**config.mk**
```make
export PLATFORM = sky130hd
export DESIGN_NAME = ray_core
export DESIGN_NICKNAME = d
export VERILOG_FILES = /design/src/design/ray_core_pkg.sv /design/src/design/stage_control.sv /design/src/design/raster_stage.sv /design/src/design/pass_stage.sv /design/src/design/ray_core.sv
export SDC_FILE = /design/constraint.sdc
export NUM_CORES = 1
export LEC_CHECK = 0
export BUFFER_PORTS_ARGS = -buffer_cell sky130_fd_sc_hd__buf_2
export CAP_MARGIN = 20
export CORE_MARGIN = 4
export CORE_UTILIZATION = 55
export DETAILED_ROUTE_END_ITERATION = 8
export PLACE_DENSITY = 0.75
export SETUP_SLACK_MARGIN = 0.15
export SYNTH_ARGS = -nofsm -noshare
export SYNTH_HDL_FRONTEND = slang
export SYNTH_SLANG_ARGS = --single-unit
```
**constraint.sdc**
```tcl
create_clock -name clk -period 6 [get_ports clk]
set_input_delay 0.9 -clock clk [delete_from_list [all_inputs] [get_ports clk]]
set_output_delay 0.9 -clock clk [all_outputs]
set_load 0.1 [all_outputs]
```
**src/design/ray_core_pkg.sv**
```systemverilog
// ray core package: data widths, stage delays, state codes and the direction word union
package ray_core_pkg;

    // ------------------------------------------------------------
    // data widths
    // ------------------------------------------------------------

    // pixel coordinate width
    localparam int coord_bits = 10;

    // direction component is unsigned 8.8 fixed point
    localparam int frac_bits = 8;
    localparam int int_bits = 8;
    localparam int dir_bits = int_bits + frac_bits;

    // ------------------------------------------------------------
    // stage timing
    // ------------------------------------------------------------

    // cycles spent in the work state per item
    localparam int raster_work_cycles = 16;
    localparam int pass_work_cycles = 0;

    // work-delay counter, wide enough for raster_work_cycles
    localparam int count_bits = 5;

    // ------------------------------------------------------------
    // stage FSM encoding
    // ------------------------------------------------------------

    localparam int state_bits = 2;

    // idle waits for a full slot and moves it into the working register
    localparam logic [state_bits-1:0] state_idle = 2'd0;

    // item held for the stage's processing delay
    localparam logic [state_bits-1:0] state_work = 2'd1;

    // result waits for room downstream
    localparam logic [state_bits-1:0] state_done = 2'd2;

    // ------------------------------------------------------------
    // direction word
    // ------------------------------------------------------------

    // one direction component, read either as the whole fixed-point
    // value or split into integer and fraction fields
    typedef union packed {
        logic [dir_bits-1:0] value;
        struct packed {
            // integer byte, also used as a color channel
            logic [int_bits-1:0] int_part;
            logic [frac_bits-1:0] frac_part;
        } fields;
    } dir_word_t;

endpackage

```
**src/design/stage_control.sv**
```systemverilog
// stage_control: one-entry slot flag, idle/work/done FSM, work-delay counter, output strobe
`timescale 1ns/10ps

module stage_control #(
    // cycles spent in the work state, zero skips it
    parameter int work_cycles = ray_core_pkg::pass_work_cycles
) (
    input  logic clk,
    input  logic resetn,

    // item offered by the producer
    input  logic add_input,

    // next stage's slot is occupied
    input  logic output_fifo_full,

    // slot occupied, producer must hold
    output logic fifo_full,

    // slot moves into the working register this cycle
    output logic take,

    // working register moves to the output register this cycle
    output logic done,

    // one-cycle pulse with the new output data
    output logic valid
);

    logic [ray_core_pkg::state_bits-1:0] state;
    logic [ray_core_pkg::count_bits-1:0] work_count;

    // ------------------------------------------------------------
    // handshake strobes
    // ------------------------------------------------------------

    // slot is drained only from idle
    assign take = (state == ray_core_pkg::state_idle) && fifo_full;

    // result leaves as soon as the consumer has room
    assign done = (state == ray_core_pkg::state_done) && !output_fifo_full;

    // ------------------------------------------------------------
    // input slot flag
    // ------------------------------------------------------------

    always_ff @(posedge clk or negedge resetn) begin
        if (!resetn) begin
            fifo_full <= 1'b0;
        end else if (take) begin
            // slot contents now live in the working register
            fifo_full <= 1'b0;
        end else if (add_input && !fifo_full) begin
            fifo_full <= 1'b1;
        end
    end

    // ------------------------------------------------------------
    // stage FSM and delay counter
    // ------------------------------------------------------------

    always_ff @(posedge clk or negedge resetn) begin
        if (!resetn) begin
            state <= ray_core_pkg::state_idle;
            work_count <= '0;
        end else begin
            case (state)
                ray_core_pkg::state_idle: begin
                    if (take) begin
                        work_count <= '0;
                        if (work_cycles == 0) begin
                            state <= ray_core_pkg::state_done;
                        end else begin
                            state <= ray_core_pkg::state_work;
                        end
                    end
                end

                ray_core_pkg::state_work: begin
                    work_count <= work_count + 1'b1;
                    // last work cycle reached
                    if (int'(work_count) + 1 >= work_cycles) begin
                        state <= ray_core_pkg::state_done;
                    end
                end

                ray_core_pkg::state_done: begin
                    // stall here while the next slot is full
                    if (!output_fifo_full) begin
                        state <= ray_core_pkg::state_idle;
                    end
                end

                default: begin
                    state <= ray_core_pkg::state_idle;
                end
            endcase
        end
    end

    // ------------------------------------------------------------
    // output strobe
    // ------------------------------------------------------------

    // high for the cycle after the output register loads
    always_ff @(posedge clk or negedge resetn) begin
        if (!resetn) begin
            valid <= 1'b0;
        end else begin
            valid <= done;
        end
    end

endmodule

```
**src/design/raster_stage.sv**
```systemverilog
// raster_stage: ray slot and working copy, fixed delay, direction-to-color output register
`timescale 1ns/10ps

module raster_stage (
    input  logic                                clk,
    input  logic                                resetn,
    input  logic                                add_input,
    input  logic [ray_core_pkg::coord_bits-1:0] in_x,
    input  logic [ray_core_pkg::coord_bits-1:0] in_y,
    input  ray_core_pkg::dir_word_t             in_dir_x,
    input  ray_core_pkg::dir_word_t             in_dir_y,
    input  ray_core_pkg::dir_word_t             in_dir_z,
    input  logic                                output_fifo_full,
    output logic                                fifo_full,
    output logic                                valid,
    output logic [ray_core_pkg::coord_bits-1:0] out_x,
    output logic [ray_core_pkg::coord_bits-1:0] out_y,
    output logic [ray_core_pkg::int_bits-1:0]   out_red,
    output logic [ray_core_pkg::int_bits-1:0]   out_green,
    output logic [ray_core_pkg::int_bits-1:0]   out_blue
);

    logic accept;
    logic take;
    logic done;

    // input slot
    logic [ray_core_pkg::coord_bits-1:0] slot_x;
    logic [ray_core_pkg::coord_bits-1:0] slot_y;
    ray_core_pkg::dir_word_t             slot_dir_x;
    ray_core_pkg::dir_word_t             slot_dir_y;
    ray_core_pkg::dir_word_t             slot_dir_z;

    // ray being processed
    logic [ray_core_pkg::coord_bits-1:0] work_x;
    logic [ray_core_pkg::coord_bits-1:0] work_y;
    ray_core_pkg::dir_word_t             work_dir_x;
    ray_core_pkg::dir_word_t             work_dir_y;
    ray_core_pkg::dir_word_t             work_dir_z;

    assign accept = add_input && !fifo_full;

    stage_control #(
        .work_cycles(ray_core_pkg::raster_work_cycles)
    ) u_control (
        .clk(clk),
        .resetn(resetn),
        .add_input(add_input),
        .output_fifo_full(output_fifo_full),
        .fifo_full(fifo_full),
        .take(take),
        .done(done),
        .valid(valid)
    );

    // ------------------------------------------------------------
    // slot and working registers
    // ------------------------------------------------------------

    always_ff @(posedge clk) begin
        if (accept) begin
            slot_x <= in_x;
            slot_y <= in_y;
            slot_dir_x <= in_dir_x;
            slot_dir_y <= in_dir_y;
            slot_dir_z <= in_dir_z;
        end
        if (take) begin
            work_x <= slot_x;
            work_y <= slot_y;
            work_dir_x <= slot_dir_x;
            work_dir_y <= slot_dir_y;
            work_dir_z <= slot_dir_z;
        end
    end

    // ------------------------------------------------------------
    // combine register
    // ------------------------------------------------------------

    // color channel is the integer byte of each direction component
    always_ff @(posedge clk) begin
        if (done) begin
            out_x <= work_x;
            out_y <= work_y;
            out_red <= work_dir_x.fields.int_part;
            out_green <= work_dir_y.fields.int_part;
            out_blue <= work_dir_z.fields.int_part;
        end
    end

endmodule

```
**src/design/pass_stage.sv**
```systemverilog
// pass_stage: pixel slot and working copy with output register, used for shadowing and shading
`timescale 1ns/10ps

module pass_stage (
    input  logic                                clk,
    input  logic                                resetn,
    input  logic                                add_input,
    input  logic [ray_core_pkg::coord_bits-1:0] in_x,
    input  logic [ray_core_pkg::coord_bits-1:0] in_y,
    input  logic [ray_core_pkg::int_bits-1:0]   in_red,
    input  logic [ray_core_pkg::int_bits-1:0]   in_green,
    input  logic [ray_core_pkg::int_bits-1:0]   in_blue,
    input  logic                                output_fifo_full,
    output logic                                fifo_full,
    output logic                                valid,
    output logic [ray_core_pkg::coord_bits-1:0] out_x,
    output logic [ray_core_pkg::coord_bits-1:0] out_y,
    output logic [ray_core_pkg::int_bits-1:0]   out_red,
    output logic [ray_core_pkg::int_bits-1:0]   out_green,
    output logic [ray_core_pkg::int_bits-1:0]   out_blue
);

    logic accept;
    logic take;
    logic done;

    // slot and working copies, packed as {x, y, red, green, blue}
    logic [2*ray_core_pkg::coord_bits+3*ray_core_pkg::int_bits-1:0] slot_pixel;
    logic [2*ray_core_pkg::coord_bits+3*ray_core_pkg::int_bits-1:0] work_pixel;

    assign accept = add_input && !fifo_full;

    stage_control #(
        .work_cycles(ray_core_pkg::pass_work_cycles)
    ) u_control (
        .clk(clk),
        .resetn(resetn),
        .add_input(add_input),
        .output_fifo_full(output_fifo_full),
        .fifo_full(fifo_full),
        .take(take),
        .done(done),
        .valid(valid)
    );

    always_ff @(posedge clk) begin
        if (accept) begin
            slot_pixel <= {in_x, in_y, in_red, in_green, in_blue};
        end
        if (take) begin
            work_pixel <= slot_pixel;
        end
    end

    // combine register, pixel passes through unchanged
    always_ff @(posedge clk) begin
        if (done) begin
            {out_x, out_y, out_red, out_green, out_blue} <= work_pixel;
        end
    end

endmodule

```
**src/design/ray_core.sv**
```systemverilog
// ray_core: top level chaining the raster, shadowing and shader stages
`timescale 1ns/10ps

module ray_core (
    input  logic                                clk,
    input  logic                                resetn,

    // ray input
    input  logic                                add_input,
    input  logic [ray_core_pkg::coord_bits-1:0] in_x,
    input  logic [ray_core_pkg::coord_bits-1:0] in_y,
    input  ray_core_pkg::dir_word_t             in_dir_x,
    input  ray_core_pkg::dir_word_t             in_dir_y,
    input  ray_core_pkg::dir_word_t             in_dir_z,

    // frame buffer cannot take a pixel
    input  logic                                output_fifo_full,

    // pixel output
    output logic                                fifo_full,
    output logic                                valid,
    output logic [ray_core_pkg::coord_bits-1:0] out_x,
    output logic [ray_core_pkg::coord_bits-1:0] out_y,
    output logic [ray_core_pkg::int_bits-1:0]   out_red,
    output logic [ray_core_pkg::int_bits-1:0]   out_green,
    output logic [ray_core_pkg::int_bits-1:0]   out_blue
);

    // raster to shadowing
    logic                                raster_valid;
    logic [ray_core_pkg::coord_bits-1:0] raster_x;
    logic [ray_core_pkg::coord_bits-1:0] raster_y;
    logic [ray_core_pkg::int_bits-1:0]   raster_red;
    logic [ray_core_pkg::int_bits-1:0]   raster_green;
    logic [ray_core_pkg::int_bits-1:0]   raster_blue;
    logic                                shadow_fifo_full;

    // shadowing to shader
    logic                                shadow_valid;
    logic [ray_core_pkg::coord_bits-1:0] shadow_x;
    logic [ray_core_pkg::coord_bits-1:0] shadow_y;
    logic [ray_core_pkg::int_bits-1:0]   shadow_red;
    logic [ray_core_pkg::int_bits-1:0]   shadow_green;
    logic [ray_core_pkg::int_bits-1:0]   shadow_blue;
    logic                                shader_fifo_full;

    // ------------------------------------------------------------
    // pipeline: raster -> shadowing -> shader -> frame buffer
    // ------------------------------------------------------------

    raster_stage u_raster (
        .clk(clk),
        .resetn(resetn),
        .add_input(add_input),
        .in_x(in_x),
        .in_y(in_y),
        .in_dir_x(in_dir_x),
        .in_dir_y(in_dir_y),
        .in_dir_z(in_dir_z),
        .output_fifo_full(shadow_fifo_full),
        .fifo_full(fifo_full),
        .valid(raster_valid),
        .out_x(raster_x),
        .out_y(raster_y),
        .out_red(raster_red),
        .out_green(raster_green),
        .out_blue(raster_blue)
    );

    pass_stage u_shadow (
        .clk(clk),
        .resetn(resetn),
        .add_input(raster_valid),
        .in_x(raster_x),
        .in_y(raster_y),
        .in_red(raster_red),
        .in_green(raster_green),
        .in_blue(raster_blue),
        .output_fifo_full(shader_fifo_full),
        .fifo_full(shadow_fifo_full),
        .valid(shadow_valid),
        .out_x(shadow_x),
        .out_y(shadow_y),
        .out_red(shadow_red),
        .out_green(shadow_green),
        .out_blue(shadow_blue)
    );

    // last stage stalls on the frame buffer level
    pass_stage u_shader (
        .clk(clk),
        .resetn(resetn),
        .add_input(shadow_valid),
        .in_x(shadow_x),
        .in_y(shadow_y),
        .in_red(shadow_red),
        .in_green(shadow_green),
        .in_blue(shadow_blue),
        .output_fifo_full(output_fifo_full),
        .fifo_full(shader_fifo_full),
        .valid(valid),
        .out_x(out_x),
        .out_y(out_y),
        .out_red(out_red),
        .out_green(out_green),
        .out_blue(out_blue)
    );

endmodule

```
======== Word-level counts from Yosys, hierarchy flattened ========
Index checks and enable logic that the tools add are counted.
storage, ports and cells
  register bits after elaboration ......... 471
  input port bits ......................... 72
  output and inout port bits .............. 46
  word-level logic and storage cells ...... 117
operators by class
  add/sub/neg operators ................... 6
  order comparisons ....................... 3
  equal/unequal tests ..................... 15
  multiplexer cells ....................... 24
  reduce and logical (&&, ||, !) cells .... 28
operators by type and width
  cell                 number
  $pmux 5 s2           3
  $add 5x1->6 const B  3
  $mux 2               9
  $pmux 2 s3           3
  $add 5x1->5 const B  3
  $mux 5               3
  $ge 6x1->1 const B   2
  $ne 2x2->1 const B   6
  $reduce_bool 2->1    6
  $logic_and 1x1->1    9
  $reduce_and 3->1     3
  $eq 2x1->1 const B   3
  $eq 2x2->1 const B   3
  $ge 6x5->1 const B   1
  $logic_not 2->1      3
  $mux 1               6
  $ne 2x1->1 const B   3
  $reduce_and 2->1     3
  $logic_not 1->1      4

======== Logic depth before layout (Yosys ltp) ========
Gate-level depths: netlist of the first run.
  word-level depth ........................ 4
  depth in mapped cells ................... 4

======== By module ========
A second synthesis of the first run with hierarchy kept.
second synthesis, totals
  cells, all modules ...................... 450
  area total of the unflattened synthesis .. 12585.8 sq um
by module, submodules not included
  module                                   instances  cells an instance  area each (sq um)  seq. area each (sq um)
  pass_stage                               2          133                3977.6             3963.8
  raster_stage                             1          133                3977.6             3963.8
  stage_control at u_raster.u_control      1          37                 415.4              225.2
  stage_control at u_shader.u_control ...  2          7                  118.9              75.1

======== Worst setup path after synthesis of the first run ========
OpenSTA, ideal clock, no wires.
  path kind ............................... register to register
  start ................................... reg u_raster.u_control.state[0] (netlist bit)
  end ..................................... reg u_raster.out_blue[0] (netlist bit) (enable)
  library setup time ...................... 0.511 ns
  arrival time ............................ 3.787 ns
  path slack .............................. 1.702 ns
  cell stages (with the launch flop) ...... 3
  clock period less this slack ............ 4.298 ns
  cells stage by stage .................... dfrtp_1 -> buf_4 -> nor3b_1
on the way
  longest elaborated chain between the ends .. 2
ends and longest elaborated chain
  element                 line                 source
  from (decl)             stage_control.sv:30  logic [ray_core_pkg::state_bits-1:0] state;
  from (signal assigned)  stage_control.sv:64  state <= ray_core_pkg::state_idle;
  from (signal assigned)  stage_control.sv:72  state <= ray_core_pkg::state_done;
  from (signal assigned)  stage_control.sv:74  state <= ray_core_pkg::state_work;
  $eq 2x2->1              stage_control.sv:41  assign done = (state == ray_core_pkg::state_done) && !output_fifo_full;
  $logic_and 1x1->1       stage_control.sv:41
  net u_raster.done       raster_stage.sv:25   logic done;
  to (signal assigned)    raster_stage.sv:88   out_blue <= work_dir_z.fields.int_part;
  to (decl)               raster_stage.sv:20   output logic [ray_core_pkg::int_bits-1:0] out_blue
The timed path passes the listed nets, and every way through them passes these cells.
A chain may end at the register's enable or synchronous reset.

======== Worst setup path in the final report of the first run ========
  start ................................... reg u_raster.u_control.fifo_full
  end ..................................... out fifo_full
RTL lines
  element                 line                 source
  from (decl)             stage_control.sv:18  output logic fifo_full,
  from (signal assigned)  stage_control.sv:49  fifo_full <= 1'b0;
  from (signal assigned)  stage_control.sv:52  fifo_full <= 1'b0;
  from (signal assigned)  stage_control.sv:54  fifo_full <= 1'b1;
  to (decl)               ray_core.sv:20       output logic fifo_full,
No word-level cell between the ends.

==> qor.yml, run 1 <==
floorplan:
  ios: 118
  row_count: 55
  fp.coreArea_sq_um: 22600
  dieArea_sq_um: 25300
  fp.dieW_um: 159
  die_h_um: 159
  initial_utilization_pct: 55.6
clock_network:
  clock_sinks: 411
  insertion_delay_ns: 0.50
  cts_tree: "yes"
  clk_pin_slew_ns: 0.06
  cts_buffer_depth: 3
  cts_resized: 0
  cts-hold-fix-buffers: 0
  cts_setup_buffers: 0
  htreeDepth: 2
  clock-root-buffer: "clkbuf_16"
  numCtsBuffers: 37
critical_path:
  crit_buf_inv: 1
  crit_arrival_ns: 1.43
  cpMaxStageDelayCell: "buf_2"
  reg2reg_depth: 2
  reg2reg_slack_ns: 4.39
  worstSetupStartpointType: "flip-flop"
  path_cells: "buf_2"
  crit_path_max_incr_delay_ns: 0.47
  crit_path_end_kind: "output port"
  worstReg2RegEnd: "u_raster.work_x[4]"
  reg2reg_from: "u_raster.u_control.state[0]"
  path_class: "flip-flop to output port"
  cp_top_family: "buffers and inverters"
  path_max_fanout: 5
  cp_data_required_time_ns: 5.10
timing:
  max_freq_mhz: 430
  rsz0062_at_grt: "no"
  finalSetupTns_ns: 0
  hold_viol: 0
  maxSlewViolCount: 0
  setup_viol: 0
  layout_setup_ws_ns: 3.67
  slew_headroom_pct: 65.4
  min_period_over_period_pct: 38.8
  fin_crit_ns: 2.33
  max_slew.worst_pin.slew_ns: 0.519
  finClkSkew_ns: 0.0212
yosys:
  yosys_warnings: 0
  ys_seq_elements: 411
  synth_edf_count: 396
  synth_top_cell_area_share_pct: 94.7
  netlist_top_cells_area: "edfxtp_1, dfrtp_1, nor2b_1"
  async_reset_ff_share_pct: 3.65
  avgSynthCellArea_sq_um: 27.8
  syn_nets: 524
  yosysTopAreaCell: "edfxtp_1"
  ys.flop_type: "edfxtp_1"
  seq_area_frac_synth_pct: 97.7
  ys_types: 22
  netlist_area_sq_um: 12600
  yosysMostFrequentCell: "edfxtp_1"
  syn_inst: 451
  synthTopCellsByCount: "edfxtp_1, dfrtp_1, nor2b_1, a21o_1"
final_layout:
  num_antenna_cells: 0
  fin_nets: 664
  drive_above_1_share_pct: 26.9
  fin_cells: 895
  syn_to_final_growth_pct: 17.1
pwr:
  peakVddDrop_uv: 197
  seq_power_share_pct: 58.3
  power_density_nw_per_um2: 421
  combPwrFrac_pct: 7.1
  intPower_mw: 4.90
  power.switching_mw: 1.29
  p_clk_share_pct: 34.6
  switching_share_pct: 20.9
  p_leak_nw: 4.92
  p_total_mw: 6.20
routing:
  dr.pass1.iters: 4
  ant_nets: 0
  wl_per_cell_um: 13.9
  wl_um: 12400
  drc: 0
  first_iter_violations: 135
  via_count: 4021
  avgViaCountPerCell: 4.49
placed_design:
  dpl.hpwl_um: 7550
  gp_congestion: 0.685
  place_ws_ns: 3.69
  portBuffers: 93
  dp.cells: 830
global_routing:
  grt_max_degree: 47
  antenna_found_initial: 0
  grt_pass1_wl_um: 20900
  track_usage_pct: 10.2
  first_global_vias: 4181
  grt.overflow.total: 0
flow_run:
  maxCapViolCount: 0
outcome:
  run_status: "completed"
hold_path:
  holdCritPathClass: "input pin to async pin"
==> stage by stage <==
step                      instance area, sq um  utilization (%)  hold WS [ns]
after floorplan                          12600                -         0.400
after global placement                   13500             59.6         0.403
after detailed placement                 13500             59.6         0.405
after CTS                                14600             64.6         0.291
after global routing                     14700             65.2         0.318
final                                    14700             65.2         0.313
==> cell usage in the layout (no fill, tap or decap), types with 2 or more instances in the layout <==
cell type	Yosys	routed
buf_4	1	2
buf_2	0	93
a21o_1	5	5
clkbuf_1	0	8
clkbuf_8	0	2
dfrtp_1	15	15
edfxtp_1	396	396
nand2b_1	2	2
nand3_1	3	3
o21ai_0	2	2
clkinv_2	0	3
nand2_1	2	2
bufinv_16	0	3
nor2_1	3	3
clkinvlp_4	0	2
mux2i_1	2	2
clkinv_1	0	2
a22o_1	2	2
buf_12	0	7
nor2b_4	0	7
clkbuf_16	0	37
==> state kept, by name, indices dropped and copies added (netlist names), 10 cells and up <==
| name | count |
|---|---|
| u_raster.out_x | 10 |
| u_raster.out_y | 10 |
| u_raster.slot_x | 10 |
| u_raster.slot_y | 10 |
| u_raster.work_x | 10 |
| u_raster.work_y | 10 |
| u_shader.out_x | 10 |
| u_shader.out_y | 10 |
| u_shader.slot_pixel | 44 |
| u_shader.work_pixel | 44 |
| u_shadow.out_x | 10 |
| u_shadow.out_y | 10 |
| u_shadow.slot_pixel | 44 |
| u_shadow.work_pixel | 44 |
==> metal layers <==
layer | up-vias | track usage, % | routed length (um)
met5 | - | 0 | 0
met4 | 0 | 5.17 | 406
met3 | 30 | 3.70 | 865
met2 | 120 | 15.8 | 6010
met1 | 1790 | 12.8 | 5140
li1 | 2081 | - | -
==> worst max path at each step <==
stage	startpoint	endpoint	slack [ns]	depth (start not counted)
global placement	output_fifo_full	u_shader.out_green[6]	3.75	2
global route	u_raster.u_control.fifo_full	fifo_full	3.62	1
CTS	u_raster.u_control.fifo_full	fifo_full	3.65	1
floorplan	u_raster.u_control.state[0]	u_raster.out_blue[0]	1.70	2
finish	u_raster.u_control.fifo_full	fifo_full	3.67	1
detailed placement	add_input	u_raster.slot_dir_x[13]	3.69	2
==> cells by family after synthesis <==
family                     count (synthesis)  synth area share (%)
muxes                                      3                 0.279
adders and majority gates                  1                0.0996
AOI/OAI and AO/OA                         12                 0.767
DFF                                      411                  97.7
buffers and inverters                      1                0.0598
and+or+nand+nor                           23                  1.12
==> power by group through the flow <==
| stage | Clock, mW | Combinational (mW) | Sequential [mW] |
|---|---|---|---|
| after floorplan | 0 | 0.194 | 3.78 |
| after global placement | 0 | 0.393 | 3.66 |
| after detailed placement | 0 | 0.416 | 3.68 |
| after CTS | 2.21 | 0.417 | 3.62 |
| after global routing | 2.37 | 0.472 | 3.64 |
| final | 2.15 | 0.437 | 3.62 |
==> layout make-up <==
type,count,area (sq um)
multi-input cells,39,348
clock inverters,11,136
flip-flops and latches,411,12300
clock buffers,47,983
repair buffers,102,621
fillers,1507,7860
well taps,285,357
Power figures use the tool's default switching activity.
==> inputs of run 2 (changes only) <==
Settings changed: CORE_UTILIZATION 55 to 52, PLACE_DENSITY 0.75 to 0.74.
Clock period 6 ns to 2.1 ns, I/O delays scaled along.
==> run 2 against run 1 <==
Compared with the run above:
- die area is 5.5% higher
- combinational power grew to 3.1 times the previous value
- critical path depth stayed put
- sequential share of layout area is 2.4 points lower
- clock-buffer cell count is 6 lower
- clock skew is 0.0094 ns lower
- non-clock buffer count is 45 higher
- worst hold slack worse by 0.26 ns
- sequential power grew to 2.8 times the previous value
- cell count is 9.6% higher
- wire length is 10% higher
- critical path type unchanged
- highest routed layer unchanged
==> qor.yml, run 2 (synthesis gave the netlist of run 1 again) <==
critical_path:
  endpoint: "fifo_full"  # unchanged
  path_cells: "buf_2"  # unchanged
  reg2reg_depth: 2  # unchanged
  cp_top_family: "flip-flops"  # was buffers and inverters
  cp-startpoint: "u_raster.u_control.fifo_full"  # unchanged
  path_max_fanout: 5  # unchanged
  cpMaxStageDelayCell: "dfrtp_4"  # was buf_2
  reg2reg_from: "u_raster.u_control.state[0]"  # unchanged
  worstReg2RegEnd: "u_raster.work_x[4]"  # unchanged
  path_class: "flip-flop to output port"  # unchanged
  crit_arrival_ns: 1.40  # was 1.43 ns
  crit_path_max_incr_delay_ns: 0.45  # was 0.47 ns
  reg2reg_slack_ns: 0.52  # was 4.39 ns
  path_depth: 1  # unchanged
  crit_path_end_kind: "output port"  # unchanged
  cp_data_required_time_ns: 1.78  # was 5.10 ns
  crit_buf_inv: 1  # unchanged
  worstSetupStartpointType: "flip-flop"  # unchanged
hold_path:
  holdCritPathClass: "input pin to flip-flop"  # was input pin to async pin
  min_from: "add_input"
routing:
  drc: 0  # unchanged
  ant_nets: 0  # unchanged
  wl_per_cell_um: 13.9  # about the same
  dr.pass1.iters: 6  # was 4
  via_count: 4394  # was 4021
  avgViaCountPerCell: 4.48  # was 4.49
  first_iter_violations: 173  # was 135
  wl_um: 13700  # was 12400 um
global_routing:
  grt.overflow.total: 0  # unchanged
  track_usage_pct: 10.9  # was 10.2%
  grt_max_degree: 46  # was 47
  antenna_found_initial: 0  # unchanged
  grt_pass1_wl_um: 23100  # was 20900 um
  first_global_vias: 4640  # was 4181
pwr:
  peakVddDrop_uv: 577  # was 197 uV
  power_density_nw_per_um2: 1160  # was 421 nW/um^2
  p_total_mw: 17.7  # was 6.20 mW
  p_leak_nw: 5.10  # was 4.92 nW
placed_design:
  dpl.hpwl_um: 8520  # was 7550 um
  dp.cells: 871  # was 830
  portBuffers: 93  # unchanged
  post_dp_cell_area_sq_um: 13600  # was 13500 sq um
  gp_congestion: 0.648  # was 0.685
  place_ws_ns: 0.544  # was 3.69 ns
timing:
  max_slew.worst_pin.slew_ns: 0.522  # was 0.519 ns
  setup_viol: 0  # unchanged
  slew_headroom_pct: 65.2  # was 65.4%
  finClkSkew_ns: 0.0118  # was 0.0212 ns
  hold_viol: 0  # unchanged
  max_freq_mhz: 584
  min_period_over_period_pct: 81.5
  timing.hold.ws_ns: 0.0554  # was 0.313 ns
  rsz0062_at_grt: "no"  # unchanged
  layout_setup_ws_ns: 0.389  # was 3.67 ns
  maxSlewViolCount: 0  # unchanged
  fin_crit_ns: 1.71
final_layout:
  final_common_cell: "edfxtp_1"  # unchanged
  num_antenna_cells: 0  # unchanged
  fillers: 1538  # was 1507
  fin_cells: 981  # was 895
  layout_common_cells: "edfxtp_1, buf_2, dlygate4sd3_1, clkbuf_16, dfrtp_1"  # was edfxtp_1, buf_2, clkbuf_16, dfrtp_1, clkbuf_1
  multi_input_area_sq_um: 354  # was 348 sq um
  drive_above_1_share_pct: 25.7  # was 26.9%
  syn_to_final_growth_pct: 20.7  # was 17.1%
  final_area_sq_um: 15200  # was 14700 sq um
  fin_nets: 708  # was 664
  register_area_sq_um: 12300  # about the same
floorplan:
  ios: 118  # unchanged
  initial_utilization_pct: 53.2  # was 55.6%
  fp.coreArea_sq_um: 23600  # was 22600 sq um
  fp.dieW_um: 163  # was 159 um
  row_count: 56  # was 55
  die_h_um: 163  # was 159 um
  dieArea_sq_um: 26700  # was 25300 sq um
clock_network:
  cts_tree: "yes"  # unchanged
  clk_pin_slew_ns: 0.07  # was 0.06 ns
  cts_buffer_depth: 3  # unchanged
  numCtsBuffers: 36  # was 37
  htreeDepth: 2  # unchanged
  clock-root-buffer: "clkbuf_16"  # unchanged
  clock_sinks: 411  # unchanged
  insertion_delay_ns: 0.51  # was 0.50 ns
outcome:
  run_status: "completed"  # unchanged
flow_run:
  maxCapViolCount: 0  # unchanged
[run 2: final cells by class]
cell class,instances,area share [%]
sequential,411,80.9
tap,319,2.63
clock buffer,41,6.21
clock inverter,24,0.990
multi-input combinational,39,2.34
timing repair buffer,147,6.90
[run 2: power breakdown]
group | internal (mW) | switching [mW] | total (mW) | leakage (nW)
clock | 3.36 | 2.61 | 5.97 | 0.536
sequential | 10.0 | 0.309 | 10.3 | 3.78
combinational | 0.385 | 0.955 | 1.34 | 0.785
total | 13.8 | 3.88 | 17.7 | 5.10
[run 2: repair_timing]
action	4_1_cts	5_1_grt
hold buffers	45	0
setup buffers	0	0
resized for setup	0	0
endpoints found under the hold margin	59	0
[run 2: how the worst min path moves through the flow]
stage                                  endpoint  slack, ns  depth (start not counted)
2_1_floorplan       u_raster.u_control.state[0]       0.02                          0
4_1_cts            u_raster.u_control.fifo_full       0.03                          3
3_5_place_dp   u_raster.u_control.work_count[3]       0.26                          1
6_report           u_raster.u_control.fifo_full       0.06                          3
3_3_place_gp       u_raster.u_control.fifo_full       0.24                          1
5_1_grt            u_raster.u_control.fifo_full       0.04                          3
[run 2: per-stage QoR]
step / TNS [ns] / utilization (%)
6_report: 0 / 64.2
5_1_grt: 0 / 64.2
4_1_cts: 0 / 64.2
3_5_place_dp: 0 / 57.7
3_3_place_gp: 0 / 57.7
2_1_floorplan: -16.92 / -
[run 2: metal layers]
layer	vias up	part of all wire (%)	GRT usage [%]
li1	2187	-	-
met1	2054	40	13.2
met2	121	50	18.2
met3	32	7.1	3.46
met4	0	2.8	4.57
met5	-	0	0
==> inputs of run 3 (changes only) <==
Clock period 2.1 ns to 1.53 ns, I/O delays scaled along.
==> run 3 against run 2 <==
Compared with the run above:
- worst hold slack better by 0.13 ns
- total power is 46% higher
- clock power grew 52%
- sequential power rose by 38%
- design area increased by 4.5%
- sequential cell count is the same
- worst setup slack got worse by 0.31 ns
- global-route usage is 0.10 points lower
- register-to-register slack got worse by 0.44 ns
- first-iteration DRC count rose by 23%
- critical path depth did not move
- critical endpoint unchanged
==> qor.yml, run 3 (synthesis gave the netlist of run 1 again) <==
outcome:
  run_status: "completed"  # unchanged
critical_path:
  crit_buf_inv: 1  # unchanged
  path_max_fanout: 5  # unchanged
  path_cells: "buf_12"  # was buf_2
  cp_data_required_time_ns: 1.30  # was 1.78 ns
  path_class: "flip-flop to output port"  # unchanged
  crit_arrival_ns: 1.23  # was 1.40 ns
  cpMaxStageDelayCell: "dfrtp_4"  # unchanged
  reg2reg_depth: 4  # was 2
  path_depth: 1  # unchanged
  cp_top_family: "flip-flops"  # unchanged
  crit_path_max_incr_delay_ns: 0.53  # was 0.45 ns
  worstSetupStartpointType: "flip-flop"  # unchanged
  crit_path_end_kind: "output port"  # unchanged
final_layout:
  fin_nets: 730  # was 708
  final_area_sq_um: 15800  # was 15200 sq um
  drive_above_1_share_pct: 28.4  # was 25.7%
  syn_to_final_growth_pct: 26.2  # was 20.7%
  num_antenna_cells: 0  # unchanged
  final_common_cell: "edfxtp_1"  # unchanged
  final_core_util_pct: 67.1  # was 64.2%
  layout_common_cells: "edfxtp_1, dlygate4sd3_1, buf_2, clkbuf_16, buf_4"  # was edfxtp_1, buf_2, dlygate4sd3_1, clkbuf_16, dfrtp_1
timing:
  rsz0062_at_grt: "yes"  # was no
  slew_headroom_pct: 74.6  # was 65.2%
  maxSlewViolCount: 0  # unchanged
  max_freq_mhz: 687
  hold_viol: 0  # unchanged
  max_slew.worst_pin.slew_ns: 0.381  # was 0.522 ns
  finalSetupTns_ns: 0  # unchanged
  min_period_over_period_pct: 95.1
  setup_viol: 0  # unchanged
  timing.hold.ws_ns: 0.189  # was 0.0554 ns
  finClkSkew_ns: 0.0122  # was 0.0118 ns
  fin_crit_ns: 1.46
floorplan:
  dieArea_sq_um: 26700  # unchanged
  die_h_um: 163  # unchanged
  fp.dieW_um: 163  # unchanged
  initial_utilization_pct: 53.2  # unchanged
  fp.coreArea_sq_um: 23600  # unchanged
  ios: 118  # unchanged
  row_count: 56  # unchanged
routing:
  first_iter_violations: 213  # was 173
  avgViaCountPerCell: 4.51  # was 4.48
  wl_per_cell_um: 15.0  # was 13.9 um
  dr.pass1.iters: 4  # was 6
  via_count: 4521  # was 4394
  ant_nets: 0  # unchanged
  drc: 0  # unchanged
  wl_um: 15000  # was 13700 um
global_routing:
  first_global_vias: 4586  # was 4640
  grt_max_degree: 46  # unchanged
  grt.overflow.total: 0  # unchanged
  grt_pass1_wl_um: 22800  # was 23100 um
  track_usage_pct: 10.8  # was 10.9%
  antenna_found_initial: 0  # unchanged
placed_design:
  dpl.hpwl_um: 8180  # was 8520 um
  portBuffers: 93  # unchanged
  post_dp_cell_area_sq_um: 13700  # was 13600 sq um
  gp_congestion: 0.668  # was 0.648
clock_network:
  clock_sinks: 411  # unchanged
  htreeDepth: 2  # unchanged
  cts_tree: "yes"  # unchanged
  clk_pin_slew_ns: 0.06  # was 0.07 ns
  clock-root-buffer: "clkbuf_16"  # unchanged
  insertion_delay_ns: 0.51  # about the same
  numCtsBuffers: 37  # was 36
  cts_buffer_depth: 3  # unchanged
flow_run:
  maxCapViolCount: 0  # unchanged
pwr:
  p_leak_nw: 5.37  # was 5.10 nW
  power_density_nw_per_um2: 1630  # was 1160 nW/um^2
  peakVddDrop_uv: 1070  # was 577 uV
hold_path:
  holdCritPathClass: "input pin to async pin"  # was input pin to flip-flop
[run 3: cell count changes in the layout (fill, tap and decap cells not counted), sizes merged]
cell | before | now
clkinv | 18 | 11
clkbuf | 41 | 53
bufinv | 1 | 5
inv | 2 | 1
dlygate4sd3 | 45 | 47
clkinvlp | 3 | 1
buf | 102 | 116
[run 3: area by class of cell]
type                    count  area [sq um]
clock buffers              48          1010
fillers                  1403          7770
clock inverters            18           213
multi-input cells          39           365
repair buffers            168          1580
well taps                 319           399
flip-flops and latches    411         12300
[run 3: per-layer routing]
| metal | up-vias | share of wire, % | global-route usage [%] |
|---|---|---|---|
| li1 | 2232 | - | - |
| met1 | 2125 | 41 | 13.7 |
| met2 | 121 | 50 | 17.4 |
| met3 | 43 | 5.5 | 2.85 |
| met4 | 0 | 3.4 | 5.38 |
| met5 | - | 0 | 0 |
[run 3: final timing paths]
kind,end,from,slack (ns)
worst min-delay path,u_raster.u_control.work_count[1],resetn,0.19
worst max register to register,u_raster.out_green[4],u_raster.u_control.state[0],0.08
min in group clk,u_shadow.slot_pixel[29],u_raster.out_y[5],0.41
worst min register to register,u_shadow.slot_pixel[29],u_raster.out_y[5],0.41
worst max-delay path,fifo_full,u_raster.u_control.fifo_full,0.07
max in group asynchronous,u_shader.u_control.fifo_full,resetn,1.02
[run 3: where the power goes]
group	switching (mW)	internal, mW
sequential	0.431	13.8
clock	3.56	5.50
combinational	1.49	1.01
[run 3: what timing repair did]
| item | 4_1_cts | 5_1_grt |
|---|---|---|
| hold buffers | 47 | 0 |
| endpoints found under the setup margin | 131 | 133 |
| resized for setup | 61 | 19 |
| gates cloned | 0 | 9 |
| endpoints found under the hold margin | 61 | 0 |
| buffers inserted | 0 | 9 |
| pin swaps | 0 | 1 |
[run 3: per-stage QoR]
stage | worst slack, ns | power (mW) | cells
floorplan | -0.793 | 15.6 | 451
global placement | 0.184 | 16.0 | 872
detailed placement | 0.123 | 16.2 | 872
CTS | 0.0419 | 25.5 | 985
global route | 0.0365 | 26.8 | 1003
finish | 0.0747 | 25.8 | 1003
